==> src/source/mem_pkg.sv <==
`default_nettype none

package mem_pkg;

	// access width as carried by the execute stage.
	// the fourth code is not named and the stage reads it as a word.
	typedef enum logic [1:0] {
		MEM_BYTE = 2'b00,
		MEM_HALF = 2'b01,
		MEM_WORD = 2'b10
	} mem_width_t;

	// request from the memory stage to the data RAM.
	typedef struct packed {
		logic [29:0] addr;	// word address.
		logic [3:0] bytesel;	// one bit per byte lane.
		logic wr_en;
		logic [31:0] wr_val;	// already steered onto its lanes.
		logic access;		// high while a request is live.
	} dbus_req_t;

	// response from the data RAM, one cycle after the request.
	typedef struct packed {
		logic [31:0] data;
		logic ack;
		logic error;		// word address past the RAM depth.
	} dbus_rsp_t;

	// writeback into the register file.
	typedef struct packed {
		logic update;
		logic [3:0] sel;
		logic [31:0] val;
	} wb_t;

endpackage

`default_nettype wire
==> src/source/reg_file.sv <==
`timescale 1ns/10ps
`default_nettype none

module reg_file import mem_pkg::*; (
	input wire		clk,
	input wire		rst,
	input wire wb_t		wb,
	input wire [3:0]	rs_sel,
	output logic [31:0]	rs_val
);

	logic [31:0] regs [16];

	// one write port fed by the writeback bundle.
	always_ff @(posedge clk) begin
		if (rst) begin
			for (int i = 0; i < 16; i++)
				regs[i] <= '0;
		end else if (wb.update) begin
			regs[wb.sel] <= wb.val;
		end
	end

	assign rs_val = regs[rs_sel];	// no write-through.

endmodule

`default_nettype wire

==> config.mk <==
export PLATFORM = sky130hd
export DESIGN_NAME = reg_file
export DESIGN_NICKNAME = d
export VERILOG_FILES = /design/src/source/mem_pkg.sv /design/src/source/reg_file.sv
export SDC_FILE = /design/constraint.sdc
export NUM_CORES = 1
export LEC_CHECK = 0
export BUFFER_PORTS_ARGS = -buffer_cell sky130_fd_sc_hd__buf_2
export CORE_MARGIN = 10
export CORE_UTILIZATION = 30
export CTS_CLUSTER_SIZE = 12
export DETAILED_ROUTE_END_ITERATION = 8
export HOLD_SLACK_MARGIN = 0.05
export PLACE_DENSITY = 0.46
export SYNTH_ARGS = -nofsm -noshare
export SYNTH_HDL_FRONTEND = slang
export SYNTH_SLANG_ARGS = --single-unit
==> constraint.sdc <==
create_clock -name clk -period 4.1 [get_ports clk]
set_input_delay 1.23 -clock clk [delete_from_list [all_inputs] [get_ports clk]]
set_output_delay 1.23 -clock clk [all_outputs]
set_load 0.005 [all_outputs]
# Word-level counts from Yosys, hierarchy flattened

Memories as Yosys holds them, arrays and structs flattened.
Index checks and enable logic that the tools add are counted.

Add/sub/neg operators: 0
$mul: 0
Divide/modulo/power cells: 0
$lt $le $gt $ge: 0
Equal/unequal tests: 0
Shift-type cells: 0
Muxes and demuxes: 8
Bitwise operators: 0
Reductions and logical operators: 1

Operators by type and width:

| cell                | number |
|---|---|
| 32-bit two-way mux  | 1 |
| 32-bit OR reduction | 1 |
| 1-bit two-way mux   | 6 |
| 4-bit two-way mux   | 1 |

Register bits: 0
Bits in latches: 0
Bits in writable memories: 512
Memory bits (read-only): 0
Input port bits: 43
Output and inout port bits: 32
Logic and storage cells: 10
Memories: 1

Memory list:

| name | words | width | rd ports | clocked after Yosys merged registers in | wr ports | RTL line       | RTL |
|---|---|---|---|---|---|---|---|
| regs | 16    | 32    | 1        | 0                                       | 16       | reg_file.sv:12 | `logic [31:0] regs [16];` |

# Depth between registers and ports, before layout

Depth after elaboration: 5
Depth in mapped cells: 5
Mapped depth without buffers: 3

# Worst setup path before layout

No wires, ideal clock.

Path type: input to output
From: input rs_sel[0]
To: output rs_val[11]
Arrival: 2.456 ns
Data required time: 2.870 ns
Slack: 0.414 ns
Stages: 5
Buffers on the path: 2
Path through: buf_2 > buf_4 > mux4_2 > a22oi_1 > nand2_1

Cells in the longest elaborated chain, start to end: 1

RTL lines:

| what                    | RTL line      | RTL |
|---|---|---|
| start: declaration      | reg_file.sv:8 | `input wire [3:0] rs_sel,` |
| memory read 16 x 32 bit | -             |  |
| end: declaration        | reg_file.sv:9 | `output logic [31:0] rs_val` |

No other way between the ends.

# Worst setup path in the final report

From: input rs_sel[0]
To: output rs_val[16]

The elaborated chain is that of the path after synthesis.

==> impl_metrics.tcl <==
set metrics [dict create \
    outcome "finished clean" \
    grt_pass1_wl_mm 100 \
    yosysTopAreaCell "edfxtp_1" \
    slowest_stage "mux4_2" \
    synth.area.top_cells "edfxtp_1, and2_1, mux4_2" \
    gr-total-overflow 0 \
    groute.usage.overall_pct 16.0 \
    cp_num_buf_inv 4 \
    final_cell_mix "edfxtp_1, and2_1, mux4_2" \
    drt_pass1_iterations 5 \
    p_clk_share_pct 40.0 \
    power_leakage_nw 9.23 \
    die_x_um 296 \
    netlist_area_um2 22900 \
    wl_per_cell_um 27.5 \
    post-route-period-util_pct 97.7 \
    core_area_um2 75800 \
    cts_tree "done" \
    top_register "regs" \
    final_hold_viol_count 0 \
    vias_per_cell 4.97 \
    placed_cell_area_um2 25000 \
    initial_core_util_pct 30.2 \
    grt_pass1_vias 13300 \
    drtAntennaViolNets 0 \
    rsz0062_at_grt "true" \
    stdcell_area_um2 26700 \
    clk_pin_slew_ns 0.06 \
    ys_types 22 \
    h-tree-depth 2 \
    totalWireLength_mm 69.3 \
    vdd_drop_max_mv 0.260 \
    netSwitchingFraction_pct 22.9 \
    hold_class "input pin to flip-flop" \
    grt_antenna_before_repair 12 \
    path_class "input pin to output port" \
    cp.arrival_ns 2.78 \
    worst_slew_pin_slew_ns 0.633 \
    fin_nets 1541 \
    ys_seq_elements 512 \
    synth_fp_nets 1459 \
    p_int_mw 9.10 \
    drive_gt1_share_pct 26.9 \
    cts_buffer_depth 3 \
    fmax_mhz 250 \
    worst_path_dominant_cell_family "buffers and inverters" \
    drcViolationCount 0 \
    gp_congestion 0.733 \
    grt_max_degree 37 \
    cp_max_fo 13 \
    largest_reg_flops 512 \
    setup_violations 0 \
    final_core_util_pct 35.2 \
    hold_ws_ns 1.08 \
    numCtsBuffers 56 \
    maxSlewHeadroom_pct 57.8 \
    fin_crit_ns 4.01 \
    drv_slew 0 \
    postCtsSetupRepairBufs 0 \
    maxCapViolCount 0 \
    final_common_cell "edfxtp_1" \
    power_density_nw_per_um2 442 \
    drt_iter0_markers 1078 \
    finalSetupTns_ns 0 \
    area_growth_pct 16.4 \
    portBuffers 74 \
    syn_inst 1416 \
    p_comb_share_pct 8.0 \
    p_sw_mw 2.70 \
    reg_top3 "regs (512)" \
    syn_avg_cell_area_um2 16.2 \
    max_stage_delay_ns 0.50 \
    die_h_um 296 \
    root_buffer "clkbuf_16" \
    boundaryPins 75 \
    yosysWarnings 0 \
    crit_chain "buf_8 -> buf_12 -> mux4_2 -> a22oi_1 -> buf_4 -> nand2_1 -> buf_2" \
    ys_seq_area_share_pct 67.2 \
    yosysTopAreaCellShare_pct 67.2 \
    hpwl_mm 38.2 \
    clkSinkCount 512 \
    share_seq_of_total_power_pct 51.9 \
    fp-row-count 101 \
    critPathLaunchType "input pin" \
    cp.required_ns 2.87 \
    endpoint_kind "output port" \
    dieArea_um2 87800 \
    via_count 12500 \
]
-- metal layers --
metal | global-route usage, % | share of wire [%] | wire length [um]
met1 | 22.0 | 44 | 30400
met2 | 25.8 | 48 | 33200
met3 | 2.67 | 6.0 | 4130
met4 | 4.39 | 2.2 | 1510
met5 | 0 | 0.087 | 60
-- repair_timing --
item | CTS | global route
setup endpoints to repair | 0 | 3
hold buffers | 0 | 0
resized for setup | 0 | 2
-- cell usage after synthesis --
library cell  count
buf_4             2
and2_1          481
nor2_1           10
nor3_2            1
clkbuf_1         97
nor3_4            1
edfxtp_1        512
nand4b_1          1
or4b_4            1
buf_2            16
nand2_1          33
a22oi_1          64
clkbuf_2          6
mux4_2          128
or2_2            16
nor3_1            2
nand2b_1          2
buf_1             4
and2_2           32
nand4bb_1         2
nor2_4            3
nor2b_1           2
-- metrics by stage --
| stage | total power, mW | instances | setup slack (ns) |
|---|---|---|---|
| 6_report | 11.8 | 2521 | 0.0925 |
| 3_5_place_dp | 7.21 | 2418 | 0.0544 |
| 5_1_grt | 12.2 | 2518 | -0.0226 |
| 3_3_place_gp | 7.20 | 2418 | 0.0479 |
| 4_1_cts | 11.9 | 2518 | 0.0474 |
| 2_1_floorplan | 6.72 | 1416 | 0.414 |
-- cell type report --
type                            count  area [um^2]
Antenna cell                        3         7.51
Tap cell                          978         1220
Fill cell                        7161        49200
Clock buffer                       71         1480
Sequential cell                   512        15400
Timing Repair Buffer              149         1260
Multi-Input combinational cell    779         7120
Clock inverter                     29          191
-- power by group through the flow --
stage,Sequential [mW],Clock [mW],Combinational (mW)
floorplan,6.20,0,0.515
global placement,6.23,0,0.968
detailed placement,6.24,0,0.971
CTS,6.13,4.83,0.974
global route,6.15,5.04,1.02
finish,6.13,4.72,0.948
-- final timing paths --
path,slack (ns),depth (start not counted),from,endpoint
worst max-delay path,0.09,7,rs_sel[0],rs_val[16]
worst min-delay path,1.08,2,wb[22],regs[7][22]$_SDFFCE_PN0P_
-- logic make-up (layout without fill, tap and decap cells) --
| family | count (synthesis) | count (layout) | synth area share (%) |
|---|---|---|---|
| AOI/OAI and AO/OA | 64 | 64 | 2.10 |
| muxes | 128 | 128 | 12.6 |
| other | 0 | 3 | 0 |
| and+or+nand+nor | 587 | 587 | 15.9 |
| DFF | 512 | 512 | 67.2 |
| buffers and inverters | 125 | 249 | 2.20 |
Note: power is estimated with default switching activity, not from simulation.
