--- src/source/mem_pkg.sv ---
`default_nettype none

package mem_pkg;

	// access width as carried by the execute stage.
	// the fourth code is not named and the stage reads it as a word.
	typedef enum logic [1:0] {
		MEM_BYTE = 2'b00,
		MEM_HALF = 2'b01,
		MEM_WORD = 2'b10
	} mem_width_t;

	// request from the memory stage to the data RAM.
	typedef struct packed {
		logic [29:0] addr;	// word address.
		logic [3:0] bytesel;	// one bit per byte lane.
		logic wr_en;
		logic [31:0] wr_val;	// already steered onto its lanes.
		logic access;		// high while a request is live.
	} dbus_req_t;

	// response from the data RAM, one cycle after the request.
	typedef struct packed {
		logic [31:0] data;
		logic ack;
		logic error;		// word address past the RAM depth.
	} dbus_rsp_t;

	// writeback into the register file.
	typedef struct packed {
		logic update;
		logic [3:0] sel;
		logic [31:0] val;
	} wb_t;

endpackage

`default_nettype wire
--- src/source/mem_stage.sv ---
`timescale 1ns/10ps
`default_nettype none

module mem_stage import mem_pkg::*; (
	input wire		clk,
	input wire		rst,
	// pipeline side.
	input wire		load,
	input wire		store,
	input wire [31:0]	addr,
	input wire [31:0]	mdr,
	input wire		mem_wr_en,
	input wire mem_width_t	width,
	input wire [31:0]	wr_val,
	input wire		update_rd,
	input wire [3:0]	rd_sel,
	// debug side.
	input wire		dbg_en,
	input wire		dbg_access,
	input wire		dbg_wr_en,
	input wire [31:0]	dbg_addr,
	input wire mem_width_t	dbg_width,
	input wire [31:0]	dbg_wr_val,
	// data bus.
	input wire dbus_rsp_t	rsp,
	output dbus_req_t	req,
	// writeback and status.
	output wb_t		wb,
	output logic		complete,
	output logic		data_abort,
	output logic [31:0]	dbg_rd_val,
	output logic		dbg_compl
);

	logic [31:0] acc_addr;
	logic [31:0] acc_data;
	mem_width_t acc_width;
	logic [1:0] byte_off;
	logic [3:0] bytesel;
	logic [31:0] lane_data;
	logic [31:0] rd_aligned;

	logic bypass_update;
	logic [3:0] bypass_sel;
	logic [31:0] bypass_val;

	logic mem_live;		// a pipeline access is completing this cycle.
	logic mem_is_load;
	logic [3:0] mem_rd;
	logic mem_wb;

	// debug takes the whole bus while it is enabled.
	assign acc_addr = dbg_en ? dbg_addr : addr;
	assign acc_data = dbg_en ? dbg_wr_val : mdr;
	assign acc_width = dbg_en ? dbg_width : width;
	assign byte_off = acc_addr[1:0];

	// lane steering on the way out and alignment on the way back.
	always_comb begin
		case (acc_width)
		MEM_BYTE: begin
			bytesel = 4'b0001 << byte_off;
			lane_data = acc_data << {byte_off, 3'b000};
			rd_aligned = (rsp.data >> {byte_off, 3'b000}) & 32'h0000_00ff;
		end
		MEM_HALF: begin
			bytesel = 4'b0011 << {byte_off[1], 1'b0};
			lane_data = acc_data << {byte_off[1], 4'b0000};
			rd_aligned = (rsp.data >> {byte_off[1], 4'b0000}) & 32'h0000_ffff;
		end
		default: begin
			bytesel = 4'b1111;
			lane_data = acc_data;
			rd_aligned = rsp.data;
		end
		endcase
	end

	always_comb begin
		req.addr = acc_addr[31:2];
		req.bytesel = bytesel;
		req.wr_en = dbg_en ? dbg_wr_en : mem_wr_en;
		req.wr_val = lane_data;
		req.access = dbg_en ? dbg_access : (load | store);
	end

	always_ff @(posedge clk) begin
		if (rst) begin
			bypass_update <= 1'b0;
			mem_live <= 1'b0;
			mem_is_load <= 1'b0;
		end else begin
			bypass_update <= update_rd;
			mem_live <= (load | store) & ~dbg_en;	// debug never writes back.
			if (load | store)
				mem_is_load <= load;
		end
	end

	always_ff @(posedge clk) begin
		bypass_val <= wr_val;
		bypass_sel <= rd_sel;
		if (load)
			mem_rd <= rd_sel;	// destination held until completion.
	end

	assign complete = rsp.ack | rsp.error;
	assign data_abort = rsp.error;
	assign mem_wb = complete & mem_live;

	// a completing pipeline access owns the writeback port.
	always_comb begin
		wb.update = mem_wb ? (mem_is_load & rsp.ack) : bypass_update;
		wb.sel = mem_wb ? mem_rd : bypass_sel;
		wb.val = mem_wb ? rd_aligned : bypass_val;
	end

	assign dbg_rd_val = rd_aligned;
	assign dbg_compl = complete;

endmodule

`default_nettype wire

--- config.mk ---
export PLATFORM = sky130hd
export DESIGN_NAME = mem_stage
export DESIGN_NICKNAME = d
export VERILOG_FILES = /design/src/source/mem_pkg.sv /design/src/source/mem_stage.sv
export SDC_FILE = /design/constraint.sdc
export NUM_CORES = 1
export LEC_CHECK = 0
export BUFFER_PORTS_ARGS = -buffer_cell sky130_fd_sc_hd__buf_2
export CAP_MARGIN = 20
export CORE_AREA = 2 2 135 137
export DETAILED_ROUTE_END_ITERATION = 10
export DIE_AREA = 0 0 137 139
export PLACE_DENSITY = 0.51
export SKIP_CTS_REPAIR_TIMING = 1
export SLEW_MARGIN = 0
export SYNTH_ARGS = -nofsm -noshare
export SYNTH_HDL_FRONTEND = slang
export SYNTH_SLANG_ARGS = --single-unit
--- constraint.sdc ---
create_clock -name clk -period 1.35 [get_ports clk]
set_input_delay 0.0675 -clock clk [delete_from_list [all_inputs] [get_ports clk]]
set_output_delay 0.0675 -clock clk [all_outputs]
set_load 0.05 [all_outputs]
**Word-level counts from Yosys, hierarchy flattened**

Cells that the tools add are included.

- Eq/ne operators: 1
- Shift operators: 6
- Mux-type cells: 11
- Bitwise gates (word level): 6
- Reductions and logical operators: 1

Operator list:

| kind | number |
|---|---|
| $pmux 32 s2 | 2 |
| $mux 32 | 3 |
| $shl 32x5->32 | 2 |
| $shr 32x5->16 | 1 |
| $shr 32x5->8 | 1 |
| $pmux 4 s2 | 1 |
| $mux 4 | 1 |
| $shl 1x2->4 const A | 1 |
| $shl 2x2->4 const A | 1 |
| $and 1x1->1 | 3 |
| $mux 1 | 3 |
| $eq 2x1->1 const B | 1 |
| $logic_not 2->1 | 1 |
| $mux 2 | 1 |
| $or 1x1->1 | 2 |
| $not 1->1 | 1 |

- Register bits: 43
- Input port bits: 211
- Output and inout bits: 140

**Depth between registers and ports, before layout**

- Word-level depth: 4
- Mapped depth: 8

**Worst setup path after synthesis**

No wires, ideal clock.

- Path type: input port to output port
- Start point: input port dbg_en
- End point: output port wb[7] (netlist bit)
- Data arrival time: 2008 ps
- Data required time: 1283 ps
- Slack: -725 ps
- Stages on the path: 6
- Cells stage by stage: buf_6 mux2i_1 buf_6 o32a_1 o221ai_1 a31oi_1

RTL lines:

| what | line | source |
|---|---|---|
| from (decl) | mem_stage.sv:18 | `input wire dbg_en,` |
| to (decl) | mem_stage.sv:28 | `output wb_t wb,` |

==> metrics <==
Critical R2R Capture=mem_is_load; CP Capture Point=wb[20]; via count=5054; Area after DPL=0.007279 mm²; Setup violations, final=84; first-pass GRT wire length=26.00 mm; final worst setup slack=-276.8 ps; worst-path fanout max=11; Area contributors post-synth=dfxtp_1 (21%), mux2_2 (18%), mux2i_1 (11%); GPL Wtd Cong=0.7949; sequential fraction of the synthesis area=24.63%; hpwl dp=15.52 mm; CP arrival=1560 ps; Max Cap Viol=0; Power Total=7796 µW; Post-synth ARST share=0%; gr usage total=17.72%; clk sink count=43; pwr dens=839.1 mW/mm²; Final ANT Viol Nets=0; CP Data Required Time=1280 ps; 1st-iter DRT viols=131; I/O pins=351; number of cells after detailed placement=1033; Slew headroom=79.83%; startpoint type of the worst setup path=flop; Via density=4.570; crit-path max cell delay=320 ps; initial antenna violation count=2; cts bufs inserted=5; fin nets=1086; DRC violations left=0; area of the die=0.01904 mm²; Yosys reg bits=43; Routed WL=20.09 mm; Hold WS=-12.92 ps; worst slew pin tran=296.7 ps; Avg WL per Cell=18.16 µm; Die Ht=139 µm; layout cells sized above 1=79.91%; Worst Setup End Kind=output port; maximum VDD drop=720.4 µV; Hold Vio Cnt, Final=1; Setup WS pre-CTS=-533.7 ps; Post-synth EDFFs=4; Setup Crit Path Kind=flop to output port; post-route design area=0.009290 mm²; RSZ-0062 raised after global routing=yes; synth unique cells=46; largest net degree at the start of global routing=24; CTS Buffer Depth=2; final worst path period share=120.5%; Synth warnings=0; worst setup path start=mem_live; root buf cell=clkbuf_16; Leak Pwr=0.004301 µW; cells on worst reg2reg path=2; Slew Limit Fails=0; area fraction of the dominant cell type after synthesis=21.35%; Pre-Repair DR Iteration Count=4; worst skew pair latency=290 ps; failing checks=hold timing, setup timing; Area Overhead vs Synth=154.0%; Placeable Area=0.01766 mm²; Crit Reg-Reg Startpoint=mem_is_load; ys flop type=dfxtp_1; Remaining Overflow, GRT=0; Final Skew=0 ps; chip width=137 µm; Hold WC Path Type=input port to flop; Synth area leader=dfxtp_1; Initial Utilization=20.71%; Synth Instances=383; Crit-path slowest cell=dfxtp_2; final non-filler cell total=1106; cell area after synthesis=0.003657 mm²; R2R Setup Slk=760 ps; Avg Inst Size Synth=9.549 µm²; IO Port Bufs=350; # H-tree levels=2; CTS tree=built; CTS clk-pin slew, worst paths=60 ps; row count=49; final period demand of the worst path=1627 ps; vias in the first global route=4701; fmax=0.6147 GHz; outcome=finished, violations left; Mapped Nets=594; worst path cell trace=and2_4, buf_12, mux2_4, buf_2
==> worst min path at each step <==
stage | from | endpoint | slack, ps | cells after the start
2_1_floorplan | rd_sel[0] | bypass_sel[0] | 100 | 0
3_3_place_gp | wr_val[19] | bypass_val[19] | 170 | 1
3_5_place_dp | wr_val[16] | bypass_val[16] | 170 | 1
4_1_cts | wr_val[16] | bypass_val[16] | -140 | 1
5_1_grt | update_rd | bypass_update | 20 | 2
6_report | update_rd | bypass_update | -10 | 2
==> Yosys cell counts (2+ instances only) <==
library cell	instances
o22ai_1	8
nand3_1	8
nand2_1	33
o22a_1	8
mux2_2	57
o221ai_1	8
and2_1	17
a22o_4	2
edfxtp_1	4
o31ai_1	8
nor3_4	2
nor3_1	2
a21oi_2	2
mux2_4	10
o32a_1	8
clkbuf_1	6
a22oi_1	8
buf_2	11
a31oi_1	8
o21ai_0	9
o211a_1	8
mux2i_1	42
a22o_1	6
dfxtp_1	39
nor2_1	18
buf_6	7
a21oi_1	20
buf_4	5
inv_1	2
==> logic make-up after synthesis <==
family                 Yosys count  share of synthesized area (%)
muxes                          111                          34.14
AOI/OAI and AO/OA              107                          22.58
buffers and inverters           33                          5.713
DFF                             43                          24.63
and+or+nand+nor                 89                          12.93
==> per-layer routing <==
metal  wire length, µm  global-route usage, %  part of all wire, %
met3              1529                  4.276                  7.6
met5                 0                      0                    0
met2             11130                  34.49                   55
met1              7083                  19.07                   35
met4               345                  3.256                  1.7
==> flip-flops by register name (all words and copies together) (netlist names) <==
signal	flops
bypass_sel	4
bypass_update	1
mem_rd	4
bypass_val	32
mem_live	1
mem_is_load	1
==> layout by cell type, fill, tap and decap left out, types with 9 or more instances in the layout <==
cell type	synthesis	layout
mux2i_2	1	10
buf_2	11	248
buf_6	7	79
nand2_1	33	11
nand2_2	1	12
mux2i_1	42	29
nand2_4	0	9
nor2_1	18	9
nor2_4	1	9
buf_12	0	28
mux2_2	57	32
a21oi_4	0	10
dlygate4sd3_1	0	37
buf_4	5	90
and2_2	0	13
dfxtp_1	39	38
mux2_4	10	35
clkbuf_16	0	12
buf_8	0	22
==> stage by stage <==
stage	utilization, %	setup TNS, ps
6_report	52.61	-14550
5_1_grt	52.61	-18780
4_1_cts	42.13	-35780
3_5_place_dp	41.23	-33930
3_3_place_gp	41.23	-33330
2_1_floorplan	-	-8774
==> power by group <==
part	total (µW)	leakage, µW	internal [µW]	switching, µW
clock network	1300	0.0000805	788	516
registers	1380	0.000368	1360	20.1
logic	5110	0.00385	2240	2870
total	7800	0.00430	4390	3400
==> worst max-delay path, delay by kind of cell (launching register included) <==
family | cells | cell delay, ps
multiplexers | 1 | 320
flip-flops | 1 | 320
AND/OR/NAND/NOR | 1 | 240
buffers and inverters | 2 | 390
==> cell type report <==
| type | instances | area [µm²] |
|---|---|---|
| antenna | 1 | 2.502 |
| clock buffer | 7 | 152.6 |
| clock inverter | 1 | 6.256 |
| fill | 1553 | 8367 |
| inverter | 3 | 23.77 |
| multi-input combinational | 307 | 3603 |
| sequential | 43 | 902.1 |
| tap | 229 | 286.5 |
| timing repair buffer | 515 | 4313 |
Note: power is estimated with default switching activity, not from simulation.
